## config.mk

```make
export PLATFORM = sky130hd
export DESIGN_NAME = dma_request_table_flat
export DESIGN_NICKNAME = d
export VERILOG_FILES = /design/src/dma_pkg.sv /design/src/dma_if.sv /design/src/dma_request_table.sv /design/src/flat_wrapper.sv
export VERILOG_INCLUDE_DIRS = /design/src
export SDC_FILE = /design/constraint.sdc
export NUM_CORES = 1
export LEC_CHECK = 0
export ABC_AREA = 0
export BUFFER_PORTS_ARGS = -buffer_cell sky130_fd_sc_hd__buf_4
export CORE_AREA = 2 2 72 143
export CTS_BUF_LIST = sky130_fd_sc_hd__clkbuf_8
export CTS_CLUSTER_DIAMETER = 80
export CTS_CLUSTER_SIZE = 30
export DETAILED_ROUTE_END_ITERATION = 8
export DIE_AREA = 0 0 74 145
export PLACE_DENSITY = 0.65
export SLEW_MARGIN = 20
export SYNTH_ARGS = -nofsm -noshare
export SYNTH_HDL_FRONTEND = slang
export SYNTH_SLANG_ARGS = --single-unit
```

## constraint.sdc

```tcl
create_clock -name clk -period 1.95 [get_ports clk]
set_clock_uncertainty 0.2 [all_clocks]
set_input_delay 0.195 -clock clk [delete_from_list [all_inputs] [get_ports clk]]
set_output_delay 0.195 -clock clk [all_outputs]
set_load 0.02 [all_outputs]
```

## src/dma_consts.svh

```systemverilog
`ifndef DMA_CONSTS_SVH
`define DMA_CONSTS_SVH

// Request table geometry
`define DMA_TABLE_ENTRIES 4
`define DMA_TABLE_PTRWIDTH 2

// Local memory geometry, word addressed
`define DMA_MEM_WORDS 256
`define DMA_MEM_AWIDTH 8

// One select bit per descriptor field
`define DMA_REQMASK_WIDTH 4

// Byte offsets inside a 32-byte table entry
`define DMA_OFS_LADDR 5'h00
`define DMA_OFS_SIZE 5'h04
`define DMA_OFS_RADDR 5'h08
`define DMA_OFS_CTRL 5'h0C
`define DMA_OFS_STATUS 5'h14

// Set in the bus address for the memory window
`define DMA_MEM_WINDOW_BIT 12

`endif

```

## src/dma_pkg.sv

```systemverilog
`include "dma_consts.svh"

package dma_pkg;

  // Bus side words
  typedef logic [31:0] dma_word_t;
  typedef logic [31:0] dma_addr_t;

  // Word index into the local memory
  typedef logic [`DMA_MEM_AWIDTH-1:0] dma_maddr_t;

  // One extra bit so a full 256-word copy fits
  typedef logic [`DMA_MEM_AWIDTH:0] dma_size_t;

  // Table index and field select mask
  typedef logic [`DMA_TABLE_PTRWIDTH-1:0] dma_pos_t;
  typedef logic [`DMA_REQMASK_WIDTH-1:0] dma_sel_t;

  // Descriptor record
  // dir low copies raddr to laddr, dir high copies laddr to raddr
  typedef struct packed {
    dma_maddr_t laddr;
    dma_size_t  size;
    dma_maddr_t raddr;
    logic       dir;
  } dma_req_t;

  // Copy engine FSM
  typedef enum logic [2:0] {
    ENG_IDLE,
    ENG_LOAD,
    ENG_READ,
    ENG_WRITE,
    ENG_FINISH
  } dma_eng_state_t;

endpackage

```

## src/dma_if.sv

```systemverilog
`timescale 1ns/1ps
`include "dma_consts.svh"

// Bus decode to request table
interface dma_table_wr_if import dma_pkg::*; ();
  dma_req_t req;
  dma_pos_t pos;
  dma_sel_t select;
  logic     write_en;
  // Status word write and read strobes
  logic     valid_en;
  logic     validrd_en;
  // Flags of the entry at pos
  logic     status_done;
  logic     status_valid;

  modport bus (
    output req, pos, select, write_en, valid_en, validrd_en,
    input  status_done, status_valid
  );
  modport tbl (
    input  req, pos, select, write_en, valid_en, validrd_en,
    output status_done, status_valid
  );
endinterface

// Request table to copy engine
interface dma_job_if import dma_pkg::*; ();
  logic [`DMA_TABLE_ENTRIES-1:0] pending;
  dma_req_t req;
  dma_pos_t job_pos;
  logic     done_en;

  modport tbl (output pending, req, input job_pos, done_en);
  modport engine (input pending, req, output job_pos, done_en);
endinterface


```

## src/dma_request_table.sv

```systemverilog
`timescale 1ns/1ps
`include "dma_consts.svh"

module dma_request_table import dma_pkg::*; (
  input  logic        clk,
  input  logic        reset_i,
  dma_table_wr_if.tbl wr,
  dma_job_if.tbl      job
);

  // Descriptor storage
  dma_req_t entry_q [`DMA_TABLE_ENTRIES];

  // Per-entry flags
  logic [`DMA_TABLE_ENTRIES-1:0] valid_q;
  logic [`DMA_TABLE_ENTRIES-1:0] done_q;

  ////////////////////////////////////////////////////////////////////////////
  // Descriptor fields

  // Only the selected field of the addressed entry changes
  always_ff @(posedge clk) begin
    if (wr.write_en) begin
      if (wr.select[0]) begin
        entry_q[wr.pos].laddr <= wr.req.laddr;
      end
      if (wr.select[1]) begin
        entry_q[wr.pos].size <= wr.req.size;
      end
      if (wr.select[2]) begin
        entry_q[wr.pos].raddr <= wr.req.raddr;
      end
      if (wr.select[3]) begin
        entry_q[wr.pos].dir <= wr.req.dir;
      end
    end
  end

  ////////////////////////////////////////////////////////////////////////////
  // Valid and done flags

  // Later statements win on a same-cycle clash
  always_ff @(posedge clk) begin
    if (reset_i) begin
      valid_q <= '0;
      done_q  <= '0;
    end else begin
      // Engine finished its current job
      if (job.done_en) begin
        done_q[job.job_pos] <= 1'b1;
      end
      // Status write
      // bit 0 high launches, low withdraws the entry
      if (wr.valid_en) begin
        valid_q[wr.pos] <= wr.req.dir;
        if (wr.req.dir) begin
          done_q[wr.pos] <= 1'b0;
        end
      end
      // Status read that sees done retires the entry
      if (wr.validrd_en && done_q[wr.pos]) begin
        valid_q[wr.pos] <= 1'b0;
        done_q[wr.pos]  <= 1'b0;
      end
    end
  end

  // Status of the entry under the bus address
  assign wr.status_done  = done_q[wr.pos];
  assign wr.status_valid = valid_q[wr.pos];

  ////////////////////////////////////////////////////////////////////////////
  // Engine side

  // Launched but not yet finished
  assign job.pending = valid_q & ~done_q;

  // Record of the selected job, no register stage
  assign job.req = entry_q[job.job_pos];

endmodule

```

## src/flat_wrapper.sv

```systemverilog
// flat-port wrapper written by rule: the top's interface ports become plain ports
module dma_request_table_flat import dma_pkg::*;
  (clk, reset_i, wr_req, wr_pos, wr_select, wr_write_en, wr_valid_en, wr_validrd_en, wr_status_done, wr_status_valid, job_pending, job_req, job_job_pos, job_done_en);
  dma_table_wr_if wr_i ();
  dma_job_if job_i ();
  input  logic clk;
  input  logic reset_i;
  input wire logic [$bits(wr_i.req)-1:0] wr_req;
  input wire logic [$bits(wr_i.pos)-1:0] wr_pos;
  input wire logic [$bits(wr_i.select)-1:0] wr_select;
  input wire logic [$bits(wr_i.write_en)-1:0] wr_write_en;
  input wire logic [$bits(wr_i.valid_en)-1:0] wr_valid_en;
  input wire logic [$bits(wr_i.validrd_en)-1:0] wr_validrd_en;
  output wire logic [$bits(wr_i.status_done)-1:0] wr_status_done;
  output wire logic [$bits(wr_i.status_valid)-1:0] wr_status_valid;
  output wire logic [$bits(job_i.pending)-1:0] job_pending;
  output wire logic [$bits(job_i.req)-1:0] job_req;
  input wire logic [$bits(job_i.job_pos)-1:0] job_job_pos;
  input wire logic [$bits(job_i.done_en)-1:0] job_done_en;
  assign wr_i.req = wr_req;
  assign wr_i.pos = wr_pos;
  assign wr_i.select = wr_select;
  assign wr_i.write_en = wr_write_en;
  assign wr_i.valid_en = wr_valid_en;
  assign wr_i.validrd_en = wr_validrd_en;
  assign wr_status_done = wr_i.status_done;
  assign wr_status_valid = wr_i.status_valid;
  assign job_pending = job_i.pending;
  assign job_req = job_i.req;
  assign job_i.job_pos = job_job_pos;
  assign job_i.done_en = job_done_en;
  dma_request_table u_core (.clk(clk), .reset_i(reset_i), .wr(wr_i), .job(job_i));
endmodule
```

==> flow_summary.toml <==
[run_status]
run_status = "complete, no violations"

[timing]
finalWorstSetupSlack_ns = 0.112
fin_crit_sh_pct = 94.2
rsz0062_at_grt = "no"
tns_ns = 0
max_freq_mhz = 544
period_minus_slack_ns = 1.84
tightestPinTransition_ns = 0.419
holdWs_ns = 0.0142
relSlewSlack_pct = 72.0
slew_violations = 0
hold_violations = 0
finalSetupViolations = 0

[die]
die-height_microns = 145
die-area_sq_mm = 0.0107
io_pins = 72
row_count = 51
die-width_microns = 74
start_util_pct = 44.4
core_sq_mm = 0.00964

[clocking]
cts.sinks = 112
holdBufCountCts = 29
cts_tree = "yes"
root_buffer = "clkbuf_8"
cts_buffers = 9
clk-insertion-delay-late_ns = 0.37
htree_levels = 3
postCtsSetupBuffers = 0
path_clk_slew_ns = 0.10
clock_path_buffers = 2
cts_resized = 0

[logic_synthesis]
yosys_warnings = 0
ys_types = 20
postSynthAreaPerCell_sq_um = 20.2
synth_seq_area_share_pct = 76.7
syn-cell-area_sq_mm = 0.00428
synth_cells = 212
synth_seq_cells = 112
syn_nets = 252

[setup_path]
cp_slowest_cell = "mux4_1"
critPathRequiredTime_ns = 1.55
start_kind = "flop"
crit_path_end_kind = "output pin"
crit_type = "reg -> out"
arrival_ns = 1.44
slowest_delay_ns = 0.53
r2r_end = "u_core.valid_q[2]$_SDFF_PP0_"
crit_fanout = 5
path_cells = "mux4_1, buf_4"
r2r_slack_ns = 0.23
r2r_cells = 4
r2r_start = "u_core.done_q[2]$_SDFF_PP0_"

[routing]
vias = 2300
via_per_inst = 4.95
drc = 0
drt-total-wl_microns = 8170
wire_per_inst_microns = 17.6
first_iter_violations = 156
final_antenna_net_count = 0
dr.pass1.iters = 4

[placed_design]
dp_cells = 420
dpl_worst_slack_ns = 0.237
placedInstanceArea_sq_mm = 0.00506
finalWeightedCongestion = 0.791
port_buffers = 71
dpl.hpwl_microns = 5610

[power_and_ir_drop]
max-vdd-ir-drop_mv = 0.570
power_leakage_nw = 1.95
power_mw = 4.49
power_density_mw_per_mm2 = 811

[final_layout]
fillers = 772
layout_commonest_cell = "edfxtp_1"
drive_gt1_share_pct = 38.1
final_cell_mix = "edfxtp_1, buf_4, dlygate4sd3_1"
final_cell_area_sq_mm = 0.00554
fin_nets = 368
fin_util_pct = 57.4
seq_area_sq_mm = 0.00328
syn_to_final_growth_pct = 29.2
layout.cells.non_filler = 465
multi_input_area_sq_um = 940
diodes = 0

[global_routing]
gr-total-overflow = 0
grt_pass1_wl_microns = 12900
grt_usage_pct = 16.6
antenna_found_initial = 0
grt_pass1_vias = 2516
grt_max_degree = 30

[worst_hold_path]
hp-start = "wr_valid_en"
holdPathEnd = "u_core.valid_q[1]$_SDFF_PP0_"
whs_path_depth = 4
hp-class = "in -> reg"

[flow_run]
maxCapViolations = 0
[cell type report]
| type | instances | area share [%] |
|---|---|---|
| Tap cell | 132 | 2.98 |
| Timing Repair Buffer | 114 | 17.2 |
| Clock buffer | 9 | 2.24 |
| Sequential cell | 112 | 59.3 |
| Clock inverter | 7 | 1.13 |
| Multi-Input combinational cell | 89 | 17.0 |
| Inverter | 2 | 0.136 |
[worst max path at each step]
stage,startpoint,end,slack (ns),cells after the start
2_1_floorplan,job_job_pos[0],job_req[18],0.37,3
3_3_place_gp,job_job_pos[0],job_req[17],0.24,4
3_5_place_dp,job_job_pos[0],job_req[17],0.24,4
4_1_cts,u_core.done_q[1]$_SDFF_PP0_,wr_status_done,0.09,2
5_1_grt,u_core.done_q[1]$_SDFF_PP0_,wr_status_done,0.03,2
6_report,u_core.done_q[1]$_SDFF_PP0_,wr_status_done,0.11,2
[registers in the layout (all words and copies together), names as in the netlist]
name,count
u_core.done_q,4
u_core.entry_q,104
u_core.valid_q,4
[Yosys cell counts, drive strengths merged]
| master | instances | area share, % |
|---|---|---|
| a21oi | 12 | 1.4 |
| clkbuf | 2 | 0.18 |
| a31oi | 4 | 0.58 |
| or2 | 1 | 0.15 |
| nand2 | 10 | 0.88 |
| nand2b | 2 | 0.29 |
| edfxtp | 104 | 73 |
| nor3 | 4 | 0.47 |
| nor2b | 4 | 0.58 |
| o21ai | 4 | 0.47 |
| inv | 2 | 0.18 |
| mux4 | 28 | 15 |
| dfxtp | 8 | 3.7 |
| buf | 7 | 1.1 |
| or3b | 4 | 0.82 |
| nor2 | 16 | 1.4 |
[cell families (layout without fill, tap and decap cells)]
logic type / after synthesis / in the layout / share of synthesized area [%]
AOI/OAI and AO/OA: 20 / 20 / 2.45
buffers and inverters: 11 / 132 / 1.40
muxes: 28 / 28 / 14.9
and+or+nand+nor: 41 / 41 / 4.59
DFF: 112 / 112 / 76.7
[routing by layer]
metal	global-route usage (%)	wire length (microns)	vias to the layer above
met3	3.89	279	11
met1	19.2	3160	1138
met4	5.91	160	0
met5	0	0	-
met2	29.1	4570	62
li1	-	-	1089
[power by group]
group / internal, mW / switching [mW] / leakage [nW]
logic: 0.249 / 0.228 / 0.853
registers: 2.70 / 0.0238 / 1.01
clock network: 0.491 / 0.795 / 0.0863
total: 3.44 / 1.05 / 1.95
[worst max-delay path: cells and delay by family (launching register included)]
family | cells | cell delay (ns)
buffers and inverters | 1 | 0.18
muxes | 1 | 0.53
DFF | 1 | 0.37
Note: power is estimated with default switching activity, not from simulation.
