==> src/dma_consts.svh <==
`ifndef DMA_CONSTS_SVH
`define DMA_CONSTS_SVH

// Request table geometry
`define DMA_TABLE_ENTRIES 4
`define DMA_TABLE_PTRWIDTH 2

// Local memory geometry, word addressed
`define DMA_MEM_WORDS 256
`define DMA_MEM_AWIDTH 8

// One select bit per descriptor field
`define DMA_REQMASK_WIDTH 4

// Byte offsets inside a 32-byte table entry
`define DMA_OFS_LADDR 5'h00
`define DMA_OFS_SIZE 5'h04
`define DMA_OFS_RADDR 5'h08
`define DMA_OFS_CTRL 5'h0C
`define DMA_OFS_STATUS 5'h14

// Set in the bus address for the memory window
`define DMA_MEM_WINDOW_BIT 12

`endif

==> src/dma_pkg.sv <==
`include "dma_consts.svh"

package dma_pkg;

  // Bus side words
  typedef logic [31:0] dma_word_t;
  typedef logic [31:0] dma_addr_t;

  // Word index into the local memory
  typedef logic [`DMA_MEM_AWIDTH-1:0] dma_maddr_t;

  // One extra bit so a full 256-word copy fits
  typedef logic [`DMA_MEM_AWIDTH:0] dma_size_t;

  // Table index and field select mask
  typedef logic [`DMA_TABLE_PTRWIDTH-1:0] dma_pos_t;
  typedef logic [`DMA_REQMASK_WIDTH-1:0] dma_sel_t;

  // Descriptor record
  // dir low copies raddr to laddr, dir high copies laddr to raddr
  typedef struct packed {
    dma_maddr_t laddr;
    dma_size_t  size;
    dma_maddr_t raddr;
    logic       dir;
  } dma_req_t;

  // Copy engine FSM
  typedef enum logic [2:0] {
    ENG_IDLE,
    ENG_LOAD,
    ENG_READ,
    ENG_WRITE,
    ENG_FINISH
  } dma_eng_state_t;

endpackage

==> src/dma_if.sv <==
`timescale 1ns/1ps
`include "dma_consts.svh"

// Bus decode to request table
interface dma_table_wr_if import dma_pkg::*; ();
  dma_req_t req;
  dma_pos_t pos;
  dma_sel_t select;
  logic     write_en;
  // Status word write and read strobes
  logic     valid_en;
  logic     validrd_en;
  // Flags of the entry at pos
  logic     status_done;
  logic     status_valid;

  modport bus (
    output req, pos, select, write_en, valid_en, validrd_en,
    input  status_done, status_valid
  );
  modport tbl (
    input  req, pos, select, write_en, valid_en, validrd_en,
    output status_done, status_valid
  );
endinterface


// One synchronous memory port, read data one cycle after en
interface dma_mem_if import dma_pkg::*; ();
  logic       en;
  logic       we;
  dma_maddr_t addr;
  dma_word_t  wdata;
  dma_word_t  rdata;

  modport master (output en, we, addr, wdata, input rdata);
  modport mem (input en, we, addr, wdata, output rdata);
endinterface

==> src/dma_wb_decode.sv <==
`timescale 1ns/1ps
`include "dma_consts.svh"

module dma_wb_decode import dma_pkg::*; (
  input  logic        clk,
  input  logic        reset_i,
  input  dma_addr_t   wb_addr_i,
  input  dma_word_t   wb_dat_i,
  input  logic        wb_we_i,
  input  logic        wb_cyc_i,
  input  logic        wb_stb_i,
  output dma_word_t   wb_dat_o,
  output logic        wb_ack_o,
  dma_table_wr_if.bus tbl,
  dma_mem_if.master   mem
);

  logic       ack_q;
  logic       start;
  logic       window;
  logic       status_hit;
  logic [4:0] ofs;

  ////////////////////////////////////////////////////////////////////////////
  // Access tracking

  // First cycle of cyc and stb, not the ack cycle itself
  assign start  = wb_cyc_i & wb_stb_i & ~ack_q;
  assign window = wb_addr_i[`DMA_MEM_WINDOW_BIT];
  assign ofs    = wb_addr_i[4:0];
  assign status_hit = ~window & (ofs == `DMA_OFS_STATUS);

  // Single-cycle ack, one cycle after start
  always_ff @(posedge clk) begin
    if (reset_i) begin
      ack_q <= 1'b0;
    end else begin
      ack_q <= start;
    end
  end

  assign wb_ack_o = ack_q;

  ////////////////////////////////////////////////////////////////////////////
  // Table side, strobes only in the ack cycle

  // Entry index from bits 6..5
  assign tbl.pos = wb_addr_i[`DMA_TABLE_PTRWIDTH+4:5];

  assign tbl.select[0] = (ofs == `DMA_OFS_LADDR);
  assign tbl.select[1] = (ofs == `DMA_OFS_SIZE);
  assign tbl.select[2] = (ofs == `DMA_OFS_RADDR);
  assign tbl.select[3] = (ofs == `DMA_OFS_CTRL);

  // Each field from the low bits of the write data
  // Bit 0 doubles as dir and as the status launch bit
  assign tbl.req = '{
    laddr: wb_dat_i[`DMA_MEM_AWIDTH-1:0],
    size:  wb_dat_i[`DMA_MEM_AWIDTH:0],
    raddr: wb_dat_i[`DMA_MEM_AWIDTH-1:0],
    dir:   wb_dat_i[0]
  };

  assign tbl.write_en   = ack_q & wb_we_i & ~window & (|tbl.select);
  assign tbl.valid_en   = ack_q & wb_we_i & status_hit;
  assign tbl.validrd_en = ack_q & ~wb_we_i & status_hit;

  ////////////////////////////////////////////////////////////////////////////
  // Memory window on port A

  // Issued in the start cycle so read data lands with ack
  assign mem.en    = start & window;
  assign mem.we    = wb_we_i;
  assign mem.addr  = wb_addr_i[`DMA_MEM_AWIDTH+1:2];
  assign mem.wdata = wb_dat_i;

  // Read mux, zero for unmapped offsets
  always_comb begin
    wb_dat_o = '0;
    if (ack_q && !wb_we_i) begin
      if (window) begin
        wb_dat_o = mem.rdata;
      end else if (status_hit) begin
        // Bit 1 valid, bit 0 done
        wb_dat_o = {30'b0, tbl.status_valid, tbl.status_done};
      end
    end
  end

endmodule

==> src/flat_wrapper.sv <==
// flat-port wrapper written by rule: the top's interface ports become plain ports
module dma_wb_decode_flat import dma_pkg::*;
  (clk, reset_i, wb_addr_i, wb_dat_i, wb_we_i, wb_cyc_i, wb_stb_i, wb_dat_o, wb_ack_o, tbl_req, tbl_pos, tbl_select, tbl_write_en, tbl_valid_en, tbl_validrd_en, tbl_status_done, tbl_status_valid, mem_en, mem_we, mem_addr, mem_wdata, mem_rdata);
  dma_table_wr_if tbl_i ();
  dma_mem_if mem_i ();
  input  logic clk;
  input  logic reset_i;
  input  dma_addr_t wb_addr_i;
  input  dma_word_t wb_dat_i;
  input  logic wb_we_i;
  input  logic wb_cyc_i;
  input  logic wb_stb_i;
  output dma_word_t wb_dat_o;
  output logic wb_ack_o;
  output wire logic [$bits(tbl_i.req)-1:0] tbl_req;
  output wire logic [$bits(tbl_i.pos)-1:0] tbl_pos;
  output wire logic [$bits(tbl_i.select)-1:0] tbl_select;
  output wire logic [$bits(tbl_i.write_en)-1:0] tbl_write_en;
  output wire logic [$bits(tbl_i.valid_en)-1:0] tbl_valid_en;
  output wire logic [$bits(tbl_i.validrd_en)-1:0] tbl_validrd_en;
  input wire logic [$bits(tbl_i.status_done)-1:0] tbl_status_done;
  input wire logic [$bits(tbl_i.status_valid)-1:0] tbl_status_valid;
  output wire logic [$bits(mem_i.en)-1:0] mem_en;
  output wire logic [$bits(mem_i.we)-1:0] mem_we;
  output wire logic [$bits(mem_i.addr)-1:0] mem_addr;
  output wire logic [$bits(mem_i.wdata)-1:0] mem_wdata;
  input wire logic [$bits(mem_i.rdata)-1:0] mem_rdata;
  assign tbl_req = tbl_i.req;
  assign tbl_pos = tbl_i.pos;
  assign tbl_select = tbl_i.select;
  assign tbl_write_en = tbl_i.write_en;
  assign tbl_valid_en = tbl_i.valid_en;
  assign tbl_validrd_en = tbl_i.validrd_en;
  assign tbl_i.status_done = tbl_status_done;
  assign tbl_i.status_valid = tbl_status_valid;
  assign mem_en = mem_i.en;
  assign mem_we = mem_i.we;
  assign mem_addr = mem_i.addr;
  assign mem_wdata = mem_i.wdata;
  assign mem_i.rdata = mem_rdata;
  dma_wb_decode u_core (.clk(clk), .reset_i(reset_i), .wb_addr_i(wb_addr_i), .wb_dat_i(wb_dat_i), .wb_we_i(wb_we_i), .wb_cyc_i(wb_cyc_i), .wb_stb_i(wb_stb_i), .wb_dat_o(wb_dat_o), .wb_ack_o(wb_ack_o), .tbl(tbl_i), .mem(mem_i));
endmodule
==> config.mk <==
export PLATFORM = sky130hd
export DESIGN_NAME = dma_wb_decode_flat
export DESIGN_NICKNAME = d
export VERILOG_FILES = /design/src/dma_pkg.sv /design/src/dma_if.sv /design/src/dma_wb_decode.sv /design/src/flat_wrapper.sv
export VERILOG_INCLUDE_DIRS = /design/src
export SDC_FILE = /design/constraint.sdc
export NUM_CORES = 1
export LEC_CHECK = 0
export BUFFER_PORTS_ARGS = -buffer_cell sky130_fd_sc_hd__buf_2
export CAP_MARGIN = 20
export CORE_MARGIN = 10
export CORE_UTILIZATION = 20
export DETAILED_ROUTE_END_ITERATION = 16
export PLACE_DENSITY_LB_ADDON = 0.1
export SKIP_LAST_GASP = 1
export SLEW_MARGIN = 15
export SYNTH_ARGS = -nofsm -noshare
export SYNTH_HDL_FRONTEND = slang
export SYNTH_SLANG_ARGS = --single-unit
==> constraint.sdc <==
create_clock -name clk -period 0.8 [get_ports clk]
set_input_delay 0.04 -clock clk [delete_from_list [all_inputs] [get_ports clk]]
set_output_delay 0.04 -clock clk [all_outputs]
set_load 0.03 [all_outputs]
==> results.md <==
* Routed len/inst at 15.8 um
* Worst Setup Start Kind: flip-flop
* Slowest stage delay, CP at 0.32 ns
* Slew Viols, Final at 0
* Ranking of synthesized cells by area: buf_4 58%, and2_1 22%, nor3b_2 2.8%
* Final setup viols at 41
* Die ar. at 7550 um^2
* Post-route ant nets at 0
* Largest net degree at the start of global routing at 11
* Clk slew on worst S/H paths at 0 ns
* Power Density at 328 nW/um^2
* Synth Area in Adders at 0%
* Slowest cell on the critical path: dfxtp_4
* Die height at 86.9 um
* CTS Hold Bufs at 0
* Largest register FFs at 1
* Max Cap Viol at 0
* Vias in the first global route at 876
* Vias per cell at 3.92
* Combinational family with the most area after synthesis: buffers and inverters
* Fin crit share at 133%
* Clk_skew at 0 ns
* Initial Util at 20.5%
* VDD IR max at 0.221 mV
* Status: finished with violations
* CP Capture Type: output port
* Hold WC Path Type: input port to output port
* Slew of the pin with the lowest slew margin at 0.208 ns
* Crit Path Class: flip-flop to output port
* DRC Markers at 0
* Placed cell area at 1090 um^2
* Cell row count at 24
* Drt first pass iters at 2
* CORE AREA at 4350 um^2
* Iter 0 DRT Violations at 18
* Layout Nets at 257
* Count leader, synth: buf_4
* Primary FF master, synth: dfxtp_1
* Failing checks: setup timing
* Post-Route WL at 3.22 mm
* Post-synthesis simple-gate area fraction at 35.9%
* Synth cell count leaders: 69 x buf_4, 31 x and2_1, 3 x buf_2, 3 x nor3_1
* Global-route wire length before repair at 4.71 mm
* Synth-to-Final Area Change at 43.8%
* Placed insts at 202
* Routability cong. at 0.685
* Power Total at 422 uW
* Mean Syn Cell Area at 7.39 um^2
* Die width at 86.9 um
* Syn. warnings at 0
* Clock latency at the later pin of the worst-skew pair at 0 ns
* RSZ-0062 raised after global routing: true
* Routed vias at 799
* Initial antenna violation count at 0
* Final Critical Period at 1.07 ns
* Synthesized net count at 224
* GRT Total Usage at 7.29%
* Part of the Yosys area used for sequential elements at 2.24%
* # diodes at 0
* CP Cell Sequence: and3b_2 -> buf_6 -> and2_4 -> buf_4
* Post-synth EDFFs at 0
* Syn Inst Count at 121
* Buffers & Inverters on Critical Path at 2
* Layout cells sized above 1 at 97.4%
* Slew headroom at 86.1%
* Post-synthesis mux area share at 0%
* Final worst slack at -0.265 ns
* Port Buf Inserts at 89
* Post-synthesis xor/xnor area fraction at 0%
* Max Freq at 939 MHz
* Post-DP HPWL at 2.89 mm
* Layout Cell Area excl Fill at 1290 um^2
* Fillers at 486
* Leakage at 0.000725 uW
* GRT overflow at 0
* WP data arrival at 1.03 ns
* Yosys reg bits at 1
* Synth Area in Compound Gates at 2.24%
* I/O Pins at 213
* Post-synth ARST share at 0%
* CP top delay family: simple AND/OR/NAND/NOR gates
* Crit path required time at 0.76 ns
* Final Hold Fails at 0
* Final std cells w/o fill at 204
* Synth cell types at 16
* Synthesized area at 895 um^2
* Yosys top cell area share at 57.9%
* Area leader, netlist: buf_4
* Crit Path Max Fanout at 10
[metrics by stage]
step                hold slack [ns]  setup slack, ns  util, %  setup TNS, ns
floorplan                     0.107           -0.232        -          -8.13
detailed placement           0.0802           -0.324     25.1         -11.51
finish                       0.0800           -0.265     29.5          -9.65
global route                 0.0800           -0.298     29.5         -10.93
global placement             0.0802           -0.306     25.1         -10.93
CTS                          0.0802           -0.281     28.7          -9.65
[final cells by class]
class | count | area [um^2] | area share, %
timing repair buffer | 103 | 719 | 55.9
multi-input combinational | 48 | 478 | 37.2
tap | 52 | 65.1 | 5.06
sequential | 1 | 23.8 | 1.85
[where the power goes]
| group | switching (uW) | internal (uW) | total (uW) |
|---|---|---|---|
| Combinational | 176 | 193 | 370 |
| Sequential | 1.03 | 51.1 | 52.1 |
| Clock | 0 | 0 | 0 |
[worst register-to-register path: cells and delay by family (launching register included)]
kind | cells | cell delay [ns]
buf+inv | 2 | 0.25
flops | 1 | 0.32
simple gates | 1 | 0.20
[path summary, 6_finish.rpt]
path / slack [ns] / start / cells past startpoint / end
worst max-delay path: -0.27 / u_core.wb_ack_o$_SDFF_PP0_ / 4 / wb_dat_o[22]
worst min-delay path: 0.08 / wb_dat_i[10] / 0 / mem_wdata[10]
worst max register to register: -0.06 / u_core.wb_ack_o$_SDFF_PP0_ / 3 / u_core.wb_ack_o$_SDFF_PP0_
worst min register to register: 0.62 / u_core.wb_ack_o$_SDFF_PP0_ / 3 / u_core.wb_ack_o$_SDFF_PP0_
[cell usage in the layout (no fill, tap or decap)]
| master | instances |
|---|---|
| nor3_1 | 1 |
| dfxtp_4 | 1 |
| buf_6 | 15 |
| and4bb_1 | 1 |
| nor3b_2 | 1 |
| buf_2 | 47 |
| and2_2 | 1 |
| nor4b_2 | 1 |
| nor3_4 | 1 |
| nor3_2 | 2 |
| and3_1 | 1 |
| or3_4 | 1 |
| buf_4 | 40 |
| nand2_1 | 1 |
| and3b_2 | 1 |
| nor3b_4 | 2 |
| a32o_2 | 2 |
| nand2_4 | 1 |
| and2_4 | 30 |
| buf_8 | 1 |
| nor4b_4 | 1 |
[kinds of logic (layout without fill, tap and decap cells)]
family	after synthesis	count (layout)
AOI/OAI and AO/OA	2	2
buffers and inverters	72	103
DFF	1	1
and+or+nand+nor	46	46
[per-layer routing]
layer | global-route usage, % | wire, um | vias up
met5 | 0 | 0 | -
met3 | 4.40 | 576 | 10
met4 | 2.36 | 59 | 0
met1 | 7.40 | 1140 | 337
li1 | - | - | 376
met2 | 12.1 | 1450 | 76
[timing repair]
item | in CTS | in global routing
setup buffers | 0 | 2
gates resized for setup | 55 | 5
pin swaps | 7 | 6
setup endpoints to repair | 40 | 40
Power figures use the tool's default switching activity.
