File: config.mk
export PLATFORM = sky130hd
export DESIGN_NAME = dma_copy_engine_flat
export DESIGN_NICKNAME = d
export VERILOG_FILES = /design/src/dma_pkg.sv /design/src/dma_if.sv /design/src/dma_copy_engine.sv /design/src/flat_wrapper.sv
export VERILOG_INCLUDE_DIRS = /design/src
export SDC_FILE = /design/constraint.sdc
export NUM_CORES = 1
export LEC_CHECK = 0
export BUFFER_PORTS_ARGS = -buffer_cell sky130_fd_sc_hd__buf_2
export CORE_MARGIN = 4
export CORE_UTILIZATION = 47
export CTS_CLUSTER_DIAMETER = 30
export DETAILED_ROUTE_END_ITERATION = 10
export PLACE_DENSITY = 0.91
export SLEW_MARGIN = 10
export SYNTH_ARGS = -nofsm -noshare
export SYNTH_HDL_FRONTEND = slang
export SYNTH_SLANG_ARGS = --single-unit
File: constraint.sdc
create_clock -name clk -period 3.67 [get_ports clk]
set_clock_uncertainty 0.05 [all_clocks]
set_input_delay 0.367 -clock clk [delete_from_list [all_inputs] [get_ports clk]]
set_output_delay 0.367 -clock clk [all_outputs]
set_load 0.005 [all_outputs]
File: src/dma_consts.svh
`ifndef DMA_CONSTS_SVH
`define DMA_CONSTS_SVH

// Request table geometry
`define DMA_TABLE_ENTRIES 4
`define DMA_TABLE_PTRWIDTH 2

// Local memory geometry, word addressed
`define DMA_MEM_WORDS 256
`define DMA_MEM_AWIDTH 8

// One select bit per descriptor field
`define DMA_REQMASK_WIDTH 4

// Byte offsets inside a 32-byte table entry
`define DMA_OFS_LADDR 5'h00
`define DMA_OFS_SIZE 5'h04
`define DMA_OFS_RADDR 5'h08
`define DMA_OFS_CTRL 5'h0C
`define DMA_OFS_STATUS 5'h14

// Set in the bus address for the memory window
`define DMA_MEM_WINDOW_BIT 12

`endif

File: src/dma_pkg.sv
`include "dma_consts.svh"

package dma_pkg;

  // Bus side words
  typedef logic [31:0] dma_word_t;
  typedef logic [31:0] dma_addr_t;

  // Word index into the local memory
  typedef logic [`DMA_MEM_AWIDTH-1:0] dma_maddr_t;

  // One extra bit so a full 256-word copy fits
  typedef logic [`DMA_MEM_AWIDTH:0] dma_size_t;

  // Table index and field select mask
  typedef logic [`DMA_TABLE_PTRWIDTH-1:0] dma_pos_t;
  typedef logic [`DMA_REQMASK_WIDTH-1:0] dma_sel_t;

  // Descriptor record
  // dir low copies raddr to laddr, dir high copies laddr to raddr
  typedef struct packed {
    dma_maddr_t laddr;
    dma_size_t  size;
    dma_maddr_t raddr;
    logic       dir;
  } dma_req_t;

  // Copy engine FSM
  typedef enum logic [2:0] {
    ENG_IDLE,
    ENG_LOAD,
    ENG_READ,
    ENG_WRITE,
    ENG_FINISH
  } dma_eng_state_t;

endpackage

File: src/dma_if.sv
`timescale 1ns/1ps
`include "dma_consts.svh"


// Request table to copy engine
interface dma_job_if import dma_pkg::*; ();
  logic [`DMA_TABLE_ENTRIES-1:0] pending;
  dma_req_t req;
  dma_pos_t job_pos;
  logic     done_en;

  modport tbl (output pending, req, input job_pos, done_en);
  modport engine (input pending, req, output job_pos, done_en);
endinterface

// One synchronous memory port, read data one cycle after en
interface dma_mem_if import dma_pkg::*; ();
  logic       en;
  logic       we;
  dma_maddr_t addr;
  dma_word_t  wdata;
  dma_word_t  rdata;

  modport master (output en, we, addr, wdata, input rdata);
  modport mem (input en, we, addr, wdata, output rdata);
endinterface

File: src/dma_copy_engine.sv
`timescale 1ns/1ps
`include "dma_consts.svh"

module dma_copy_engine import dma_pkg::*; (
  input  logic      clk,
  input  logic      reset_i,
  dma_job_if.engine job,
  dma_mem_if.master mem
);

  dma_eng_state_t state_q;
  dma_eng_state_t state_d;
  dma_pos_t       pos_q;
  dma_pos_t       pick_pos;
  logic           pick_valid;
  dma_req_t       req_q;
  dma_size_t      cnt_q;
  dma_maddr_t     src_addr;
  dma_maddr_t     dst_addr;
  logic           last_word;

  ////////////////////////////////////////////////////////////////////////////
  // Job selection

  // Lowest pending index wins
  always_comb begin
    pick_valid = 1'b0;
    pick_pos   = '0;
    for (int i = `DMA_TABLE_ENTRIES - 1; i >= 0; i--) begin
      if (job.pending[i]) begin
        pick_valid = 1'b1;
        pick_pos   = dma_pos_t'(i);
      end
    end
  end

  ////////////////////////////////////////////////////////////////////////////
  // FSM

  assign last_word = ((cnt_q + 1'b1) == req_q.size);

  always_comb begin
    state_d = state_q;
    case (state_q)
      ENG_IDLE: begin
        if (pick_valid) begin
          state_d = ENG_LOAD;
        end
      end
      // Empty job skips the copy loop
      ENG_LOAD:   state_d = (job.req.size == '0) ? ENG_FINISH : ENG_READ;
      ENG_READ:   state_d = ENG_WRITE;
      ENG_WRITE:  state_d = last_word ? ENG_FINISH : ENG_READ;
      ENG_FINISH: state_d = ENG_IDLE;
      default:    state_d = ENG_IDLE;
    endcase
  end

  always_ff @(posedge clk) begin
    if (reset_i) begin
      state_q <= ENG_IDLE;
      pos_q   <= '0;
      cnt_q   <= '0;
    end else begin
      state_q <= state_d;
      // Hold the index for the whole job
      if (state_q == ENG_IDLE && pick_valid) begin
        pos_q <= pick_pos;
      end
      // Word counter advances after each write
      if (state_q == ENG_LOAD) begin
        cnt_q <= '0;
      end else if (state_q == ENG_WRITE) begin
        cnt_q <= cnt_q + 1'b1;
      end
    end
  end

  // Descriptor snapshot
  always_ff @(posedge clk) begin
    if (state_q == ENG_LOAD) begin
      req_q <= job.req;
    end
  end

  ////////////////////////////////////////////////////////////////////////////
  // Memory port B

  // Direction picks source and destination, wrap modulo 256
  assign src_addr = dma_maddr_t'((req_q.dir ? req_q.laddr : req_q.raddr)
                                 + cnt_q[`DMA_MEM_AWIDTH-1:0]);
  assign dst_addr = dma_maddr_t'((req_q.dir ? req_q.raddr : req_q.laddr)
                                 + cnt_q[`DMA_MEM_AWIDTH-1:0]);

  assign mem.en   = (state_q == ENG_READ) | (state_q == ENG_WRITE);
  assign mem.we   = (state_q == ENG_WRITE);
  assign mem.addr = (state_q == ENG_WRITE) ? dst_addr : src_addr;
  // Read data from the previous cycle goes straight back out
  assign mem.wdata = mem.rdata;

  // Table handshake
  assign job.job_pos = pos_q;
  assign job.done_en = (state_q == ENG_FINISH);

endmodule

File: src/flat_wrapper.sv
// flat-port wrapper written by rule: the top's interface ports become plain ports
module dma_copy_engine_flat import dma_pkg::*;
  (clk, reset_i, job_pending, job_req, job_job_pos, job_done_en, mem_en, mem_we, mem_addr, mem_wdata, mem_rdata);
  dma_job_if job_i ();
  dma_mem_if mem_i ();
  input  logic clk;
  input  logic reset_i;
  input wire logic [$bits(job_i.pending)-1:0] job_pending;
  input wire logic [$bits(job_i.req)-1:0] job_req;
  output wire logic [$bits(job_i.job_pos)-1:0] job_job_pos;
  output wire logic [$bits(job_i.done_en)-1:0] job_done_en;
  output wire logic [$bits(mem_i.en)-1:0] mem_en;
  output wire logic [$bits(mem_i.we)-1:0] mem_we;
  output wire logic [$bits(mem_i.addr)-1:0] mem_addr;
  output wire logic [$bits(mem_i.wdata)-1:0] mem_wdata;
  input wire logic [$bits(mem_i.rdata)-1:0] mem_rdata;
  assign job_i.pending = job_pending;
  assign job_i.req = job_req;
  assign job_job_pos = job_i.job_pos;
  assign job_done_en = job_i.done_en;
  assign mem_en = mem_i.en;
  assign mem_we = mem_i.we;
  assign mem_addr = mem_i.addr;
  assign mem_wdata = mem_i.wdata;
  assign mem_i.rdata = mem_rdata;
  dma_copy_engine u_core (.clk(clk), .reset_i(reset_i), .job(job_i), .mem(mem_i));
endmodule
==> results of run 1 <==
==> power by group <==
group          leakage, µW  switching (µW)  internal, µW
registers         0.000358            12.0           506
clock network    0.0000434             152           152
logic             0.000639            69.4          70.2
==> worst max path at each step <==
stage / from / to / slack (ps) / depth (start not counted)
after floorplan: u_core.state_q[0]$_SDFFE_PP0P_ / mem_addr[7] / 620 / 11
after global routing: u_core.state_q[0]$_SDFFE_PP0P_ / mem_addr[7] / -20 / 12
final: u_core.state_q[0]$_SDFFE_PP0P_ / mem_addr[7] / 210 / 12
after global placement: u_core.state_q[0]$_SDFFE_PP0P_ / mem_addr[7] / 370 / 11
after detailed placement: u_core.state_q[0]$_SDFFE_PP0P_ / mem_addr[6] / 220 / 14
after CTS: u_core.state_q[0]$_SDFFE_PP0P_ / mem_addr[6] / 60 / 14
==> final cells by class <==
| cell class | instances | share of cell area |
|---|---|---|
| clock buffer | 6 | 0.0323 |
| clock inverter | 2 | 0.00587 |
| inverter | 8 | 0.0117 |
| multi-input combinational | 144 | 0.393 |
| sequential | 40 | 0.415 |
| tap | 67 | 0.0328 |
| timing repair buffer | 52 | 0.110 |
==> flip-flops by register name (all words and copies together), names as in the netlist <==
| name | flops |
|---|---|
| u_core.state_q | 3 |
| u_core.job.job_pos | 2 |
| u_core.req_q | 26 |
| u_core.cnt_q | 9 |
==> through the flow <==
stage               power (µW)  hold WS (ps)
detailed placement         660           416
finish                     962           191
global placement           656           411
floorplan                  635           387
CTS                        968           186
global route              1010           186
==> cells in the mapped netlist, types with 2 or more instances <==
cell type | instances | share of area
a21o_1 | 3 | 0.0096
a21oi_1 | 12 | 0.025
buf_2 | 3 | 0.0064
buf_4 | 33 | 0.11
clkbuf_1 | 3 | 0.0048
dfxtp_1 | 14 | 0.12
edfxtp_1 | 26 | 0.33
ha_1 | 8 | 0.042
inv_1 | 8 | 0.013
mux2_2 | 7 | 0.033
nand2_1 | 16 | 0.025
nand2b_1 | 3 | 0.0080
nand3_1 | 5 | 0.011
nand3b_1 | 2 | 0.0064
nand4_1 | 3 | 0.0080
nor2_1 | 18 | 0.029
nor2b_1 | 6 | 0.016
nor3_1 | 10 | 0.021
nor3b_1 | 3 | 0.0096
nor4_1 | 2 | 0.0053
o21ai_0 | 8 | 0.017
xnor2_1 | 11 | 0.041
xor2_1 | 7 | 0.026
==> logic make-up after synthesis <==
family,Yosys count,share of synthesized area
mux,8,0.0377
fa+ha+maj,9,0.0510
xor+xnor,19,0.0786
flops,40,0.450
compound gates,32,0.0844
buf+inv,47,0.129
simple gates,76,0.169
==> layer usage <==
metal  track usage  vias to the layer above
met5             0                        -
met4        0.0756                        0
met1         0.194                      772
met2         0.231                       63
met3        0.0385                       14
li1              -                      823
==> critical path, cell delays in order (launching register included) <==
cell     delay (ps)
dfxtp_2         390
nor2b_2         230
nand2_4         130
xor2_4          210
buf_4           140
mux2_2          330
ha_1            270
a21o_1          160
a21oi_1         200
o21ai_0         170
o41ai_2         250
xnor2_1         150
buf_2           130
==> timing repair <==
action | CTS | global route
endpoints found under the setup margin | 2 | 2
buffers inserted | 2 | 3
resized for setup | 1 | 4
pin swaps | 0 | 0
==> run summary, run 1 <==
Initial drt markers = 154
Met3 WL = 353 µm
Cells after DPL = 306
Dominant synthesized flop cell = edfxtp_1
Core Util, Final = 0.535
Setup crit start kind = register
Syn Nets = 304
Final setup fails = 0
Static Leak = 0.00104 µW
CTS Buf Count = 5
FF-to-FF setup slack = 1230 ps
Req. time, crit path = 3250 ps
Yosys warns = 0
Routed met1 length = 1880 µm
CTS tree = built
WL/cell = 13.8 µm
Hold Crit Start = job_req[21]
Clock root buffer master = clkbuf_8
NumNets Final = 324
Rows = 25
R2R Path Start = u_core.cnt_q[0]$_SDFFE_PP0P_
GR Overflow Total = 0
Hold depth = 1
Final hold vios = 0
Post-synth EDFFs = 26
Placement Setup Slack = 223 ps
Syn Area/Cell = 10.2 µm²
Clk Latency, worst-skew pair = 300 ps
CTS H-tree depth = 2
Worst-case reg-to-reg path depth = 7
Area occupied by multi-input gates = 0.00100 mm²
Antenna diodes = 0
Hold crit path type = in -> reg
Share of synthesized registers carrying an async set or reset = 0
Slew headroom = 0.728
Port Buffers = 44
Total length of routed wires = 4390 µm
Initial antenna violation count = 0
Status = finished clean
Hold-fix buffers, CTS = 0
Filler cells = 408
Power Density = 376 mW/mm²
Die Y-Extent = 78.8 µm
Max-slew violation count = 0
Fin crit share = 0.942
Area Growth Syn to Fin = 8.55%
Final worst setup slack = 214 ps
Top layer in use = met4
TritonCTS Sinks = 40
Hold endpoint = u_core.req_q[21]$_DFFE_PP_
Post-route antenna net violation count = 0
Ratio of cells with drive above 1 in the final layout = 0.310
DRC = 0
Die Wd = 78.8 µm
Pin count of the biggest net entering global routing = 27
FF/Latch Area = 0.00106 mm²
Placed wire-length estimate = 3300 µm
Setup_tns = 0 ps
Netlist cell types = 43
First-pass GRT wire length = 7250 µm
Clk pin slew, worst setup/hold paths = 80 ps
Worst-Margin Slew = 408 ps
DIE AREA = 0.00621 mm²
Via density = 5.24
GPL Wtd Cong = 0.871
Vias in the first global route = 1518
Max clock buf depth = 2
Critical path peak fanout = 9
FF-to-FF End = u_core.state_q[2]$_SDFFE_PP0P_
Core area = 0.00479 mm²
Final min period = 3460 ps
Fin cells = 319
Sequential share of the synthesized area = 0.450
Crit. End Element = primary output
Syn Inst Count = 231
Wire length on met2 = 2060 µm
Ports = 109
Commonest non-fill, non-tap cell in the layout = buf_2
Most frequent cells in the layout = buf_2, edfxtp_1, nor2_1
Critical path class = reg -> out
Vias = 1672
Max_cap viols = 0
Max Clk Rate = 289 MHz
Initial core utilization = 0.493
Post-Syn Area = 0.00236 mm²
GRT Overall Usage = 0.149
Drt pass-1 iters = 4
Final Cell Area = 0.00256 mm²
Worst EP arrival = 3040 ps
Worst VDD drop = 302 µV
Seq cells post-synth = 40
Area after DPL = 0.00241 mm²
Note: power is estimated with default switching activity, not from simulation.
==> run 2: changes to the inputs <==
--- a/config.mk
+++ b/config.mk
@@ -8,10 +8,10 @@
 export LEC_CHECK = 0
 export BUFFER_PORTS_ARGS = -buffer_cell sky130_fd_sc_hd__buf_2
 export CORE_MARGIN = 4
-export CORE_UTILIZATION = 47
+export CORE_UTILIZATION = 50
 export CTS_CLUSTER_DIAMETER = 30
 export DETAILED_ROUTE_END_ITERATION = 10
-export PLACE_DENSITY = 0.91
+export PLACE_DENSITY = 0.95
 export SLEW_MARGIN = 10
 export SYNTH_ARGS = -nofsm -noshare
 export SYNTH_HDL_FRONTEND = slang
==> constraint.sdc (replaced) <==
create_clock -name clk -period 4.2 [get_ports clk]
set_clock_uncertainty 0.05 [all_clocks]
set_input_delay 0.42 -clock clk [delete_from_list [all_inputs] [get_ports clk]]
set_output_delay 0.42 -clock clk [all_outputs]
set_load 0.005 [all_outputs]
==> run summary, run 2 (synthesis results as in run 1) <==
Core area = 0.00444 mm² (was 0.00479 mm²)
Core Util, Final = 0.556 (was 0.535)
Post-CTS Setup Bufs = 0 (was 2)
Hold_ws = 253 ps (was 191 ps)
Die Wd = 76.7 µm (was 78.8 µm)
Critical path class = reg -> out (unchanged)
Static Leak = 0.00100 µW (was 0.00104 µW)
Status = finished clean (unchanged)
CTS H-tree depth = 2 (unchanged)
CTS Buf Count = 5 (unchanged)
Ratio of cells with drive above 1 in the final layout = 0.276 (was 0.310)
Post-route antenna net violation count = 0 (unchanged)
Post_cts resized = 0 (was 1)
Hold-fix buffers, CTS = 0 (unchanged)
Port Buffers = 44 (unchanged)
First-pass GRT wire length = 7270 µm (was 7250 µm)
Biggest register = u_core.req_q (unchanged)
Power Total = 802 µW (was 962 µW)
NumNets Final = 319 (was 324)
DRC = 0 (unchanged)
GRT Overall Usage = 0.153 (was 0.149)
Filler cells = 390 (was 408)
RSZ-0062 raised after global routing = false
DIE AREA = 0.00588 mm² (was 0.00621 mm²)
Most frequent cells in the layout = buf_2, edfxtp_1, nor2_1 (unchanged)
Via density = 5.42 (was 5.24)
Worst VDD drop = 161 µV (was 302 µV)
Commonest non-fill, non-tap cell in the layout = buf_2 (unchanged)
Rows = 24 (was 25)
M3 GR Usage = 0.0433 (was 0.0385)
Max clock buf depth = 2 (unchanged)
Cells after DPL = 291 (was 306)
Initial antenna violation count = 0 (unchanged)
Vias = 1616 (was 1672)
Clk Latency, worst-skew pair = 290 ps (was 300 ps)
Initial core utilization = 0.530 (was 0.493)
Fin cells = 298 (was 319)
Worst-Margin Slew = 403 ps (was 408 ps)
Req. time, crit path = 3730 ps (was 3250 ps)
GR Overflow Total = 0 (unchanged)
Top Registers = u_core.req_q x26, u_core.cnt_q x9, u_core.state_q x3 (unchanged)
Crit. End Element = primary output (unchanged)
GRT met2 Usage = 0.263 (was 0.231)
Vias in the first global route = 1631 (was 1518)
FF/Latch Area = 0.00106 mm² (about the same)
Area occupied by multi-input gates = 995 µm² (was 0.00100 mm²)
Power Density = 325 mW/mm² (was 376 mW/mm²)
Critical path peak fanout = 9 (unchanged)
WL/cell = 14.3 µm (was 13.8 µm)
CTS tree = built (unchanged)
Clk pin slew, worst setup/hold paths = 70 ps (was 80 ps)
Met1 usage = 0.176 (was 0.194)
Pin count of the biggest net entering global routing = 27 (unchanged)
Total length of routed wires = 4270 µm (was 4390 µm)
Final min period = 3800 ps
Final hold vios = 0 (unchanged)
Hold crit path type = in -> reg (unchanged)
Ports = 109 (unchanged)
Worst EP arrival = 3330 ps (was 3040 ps)
TritonCTS Sinks = 40 (unchanged)
Max_cap viols = 0 (unchanged)
Max reg flops = 26 (unchanged)
Max Clk Rate = 263 MHz
Setup crit start kind = register (unchanged)
Initial drt markers = 65 (was 154)
GPL Wtd Cong = 0.864 (was 0.871)
Slew headroom = 0.725 (was 0.728)
Max-slew violation count = 0 (unchanged)
Antenna diodes = 0 (unchanged)
Final setup fails = 0 (unchanged)
Drt pass-1 iters = 4 (unchanged)
Area Growth Syn to Fin = 4.83% (was 8.55%)
Fin crit share = 0.904
Die Y-Extent = 76.7 µm (was 78.8 µm)
Setup_tns = 0 ps (unchanged)
Placed wire-length estimate = 3220 µm (was 3300 µm)
Top Usage Layer GRT = met2 (unchanged)
Clock root buffer master = clkbuf_8 (unchanged)
run 2: final timing paths:
path / start / end / slack (ps) / depth (start not counted)
worst min register to register: u_core.job.job_pos[0]$_SDFFE_PP0P_ / u_core.job.job_pos[0]$_SDFFE_PP0P_ / 420 / 2
worst min-delay path: job_req[22] / u_core.req_q[22]$_DFFE_PP_ / 250 / 1
worst max register to register: u_core.cnt_q[0]$_SDFFE_PP0P_ / u_core.state_q[2]$_SDFFE_PP0P_ / 1690 / 7
worst max-delay path: u_core.state_q[0]$_SDFFE_PP0P_ / mem_addr[7] / 400 / 11
run 2: routing by layer:
metal  wire [µm]  share of wire
met5           0              0
met4         104          0.024
met3         324          0.076
met2        2020           0.47
met1        1820           0.43
run 2: area by class of cell:
class,instances,share of cell area
sequential,40,0.429
inverter,8,0.0122
tap,52,0.0263
timing repair buffer,47,0.0982
clock inverter,1,0.00203
multi-input combinational,144,0.403
clock buffer,6,0.0294
run 2: critical path, stage by stage, from the launching register on:
cell and delay [ps]:
dfxtp_1 440, nor2b_1 290, nand2_4 150, xor2_4 340, mux2_2 390, ha_1 290
a21o_1 160, a21oi_1 200, o21ai_0 150, o41ai_1 340, xnor2_1 160, buf_2 130
run 2: power breakdown:
group | switching (µW) | total [µW] | internal [µW]
sequential | 10.3 | 452 | 442
clock | 122 | 234 | 113
combinational | 60.5 | 116 | 55.2
run 2: stage by stage:
stage          worst slack [ps]  instance area, µm²
5_1_grt                    83.5                2470
4_1_cts                     407                2470
3_3_place_gp                850                2390
6_report                    403                2470
3_5_place_dp                736                2390
2_1_floorplan              1100                2360
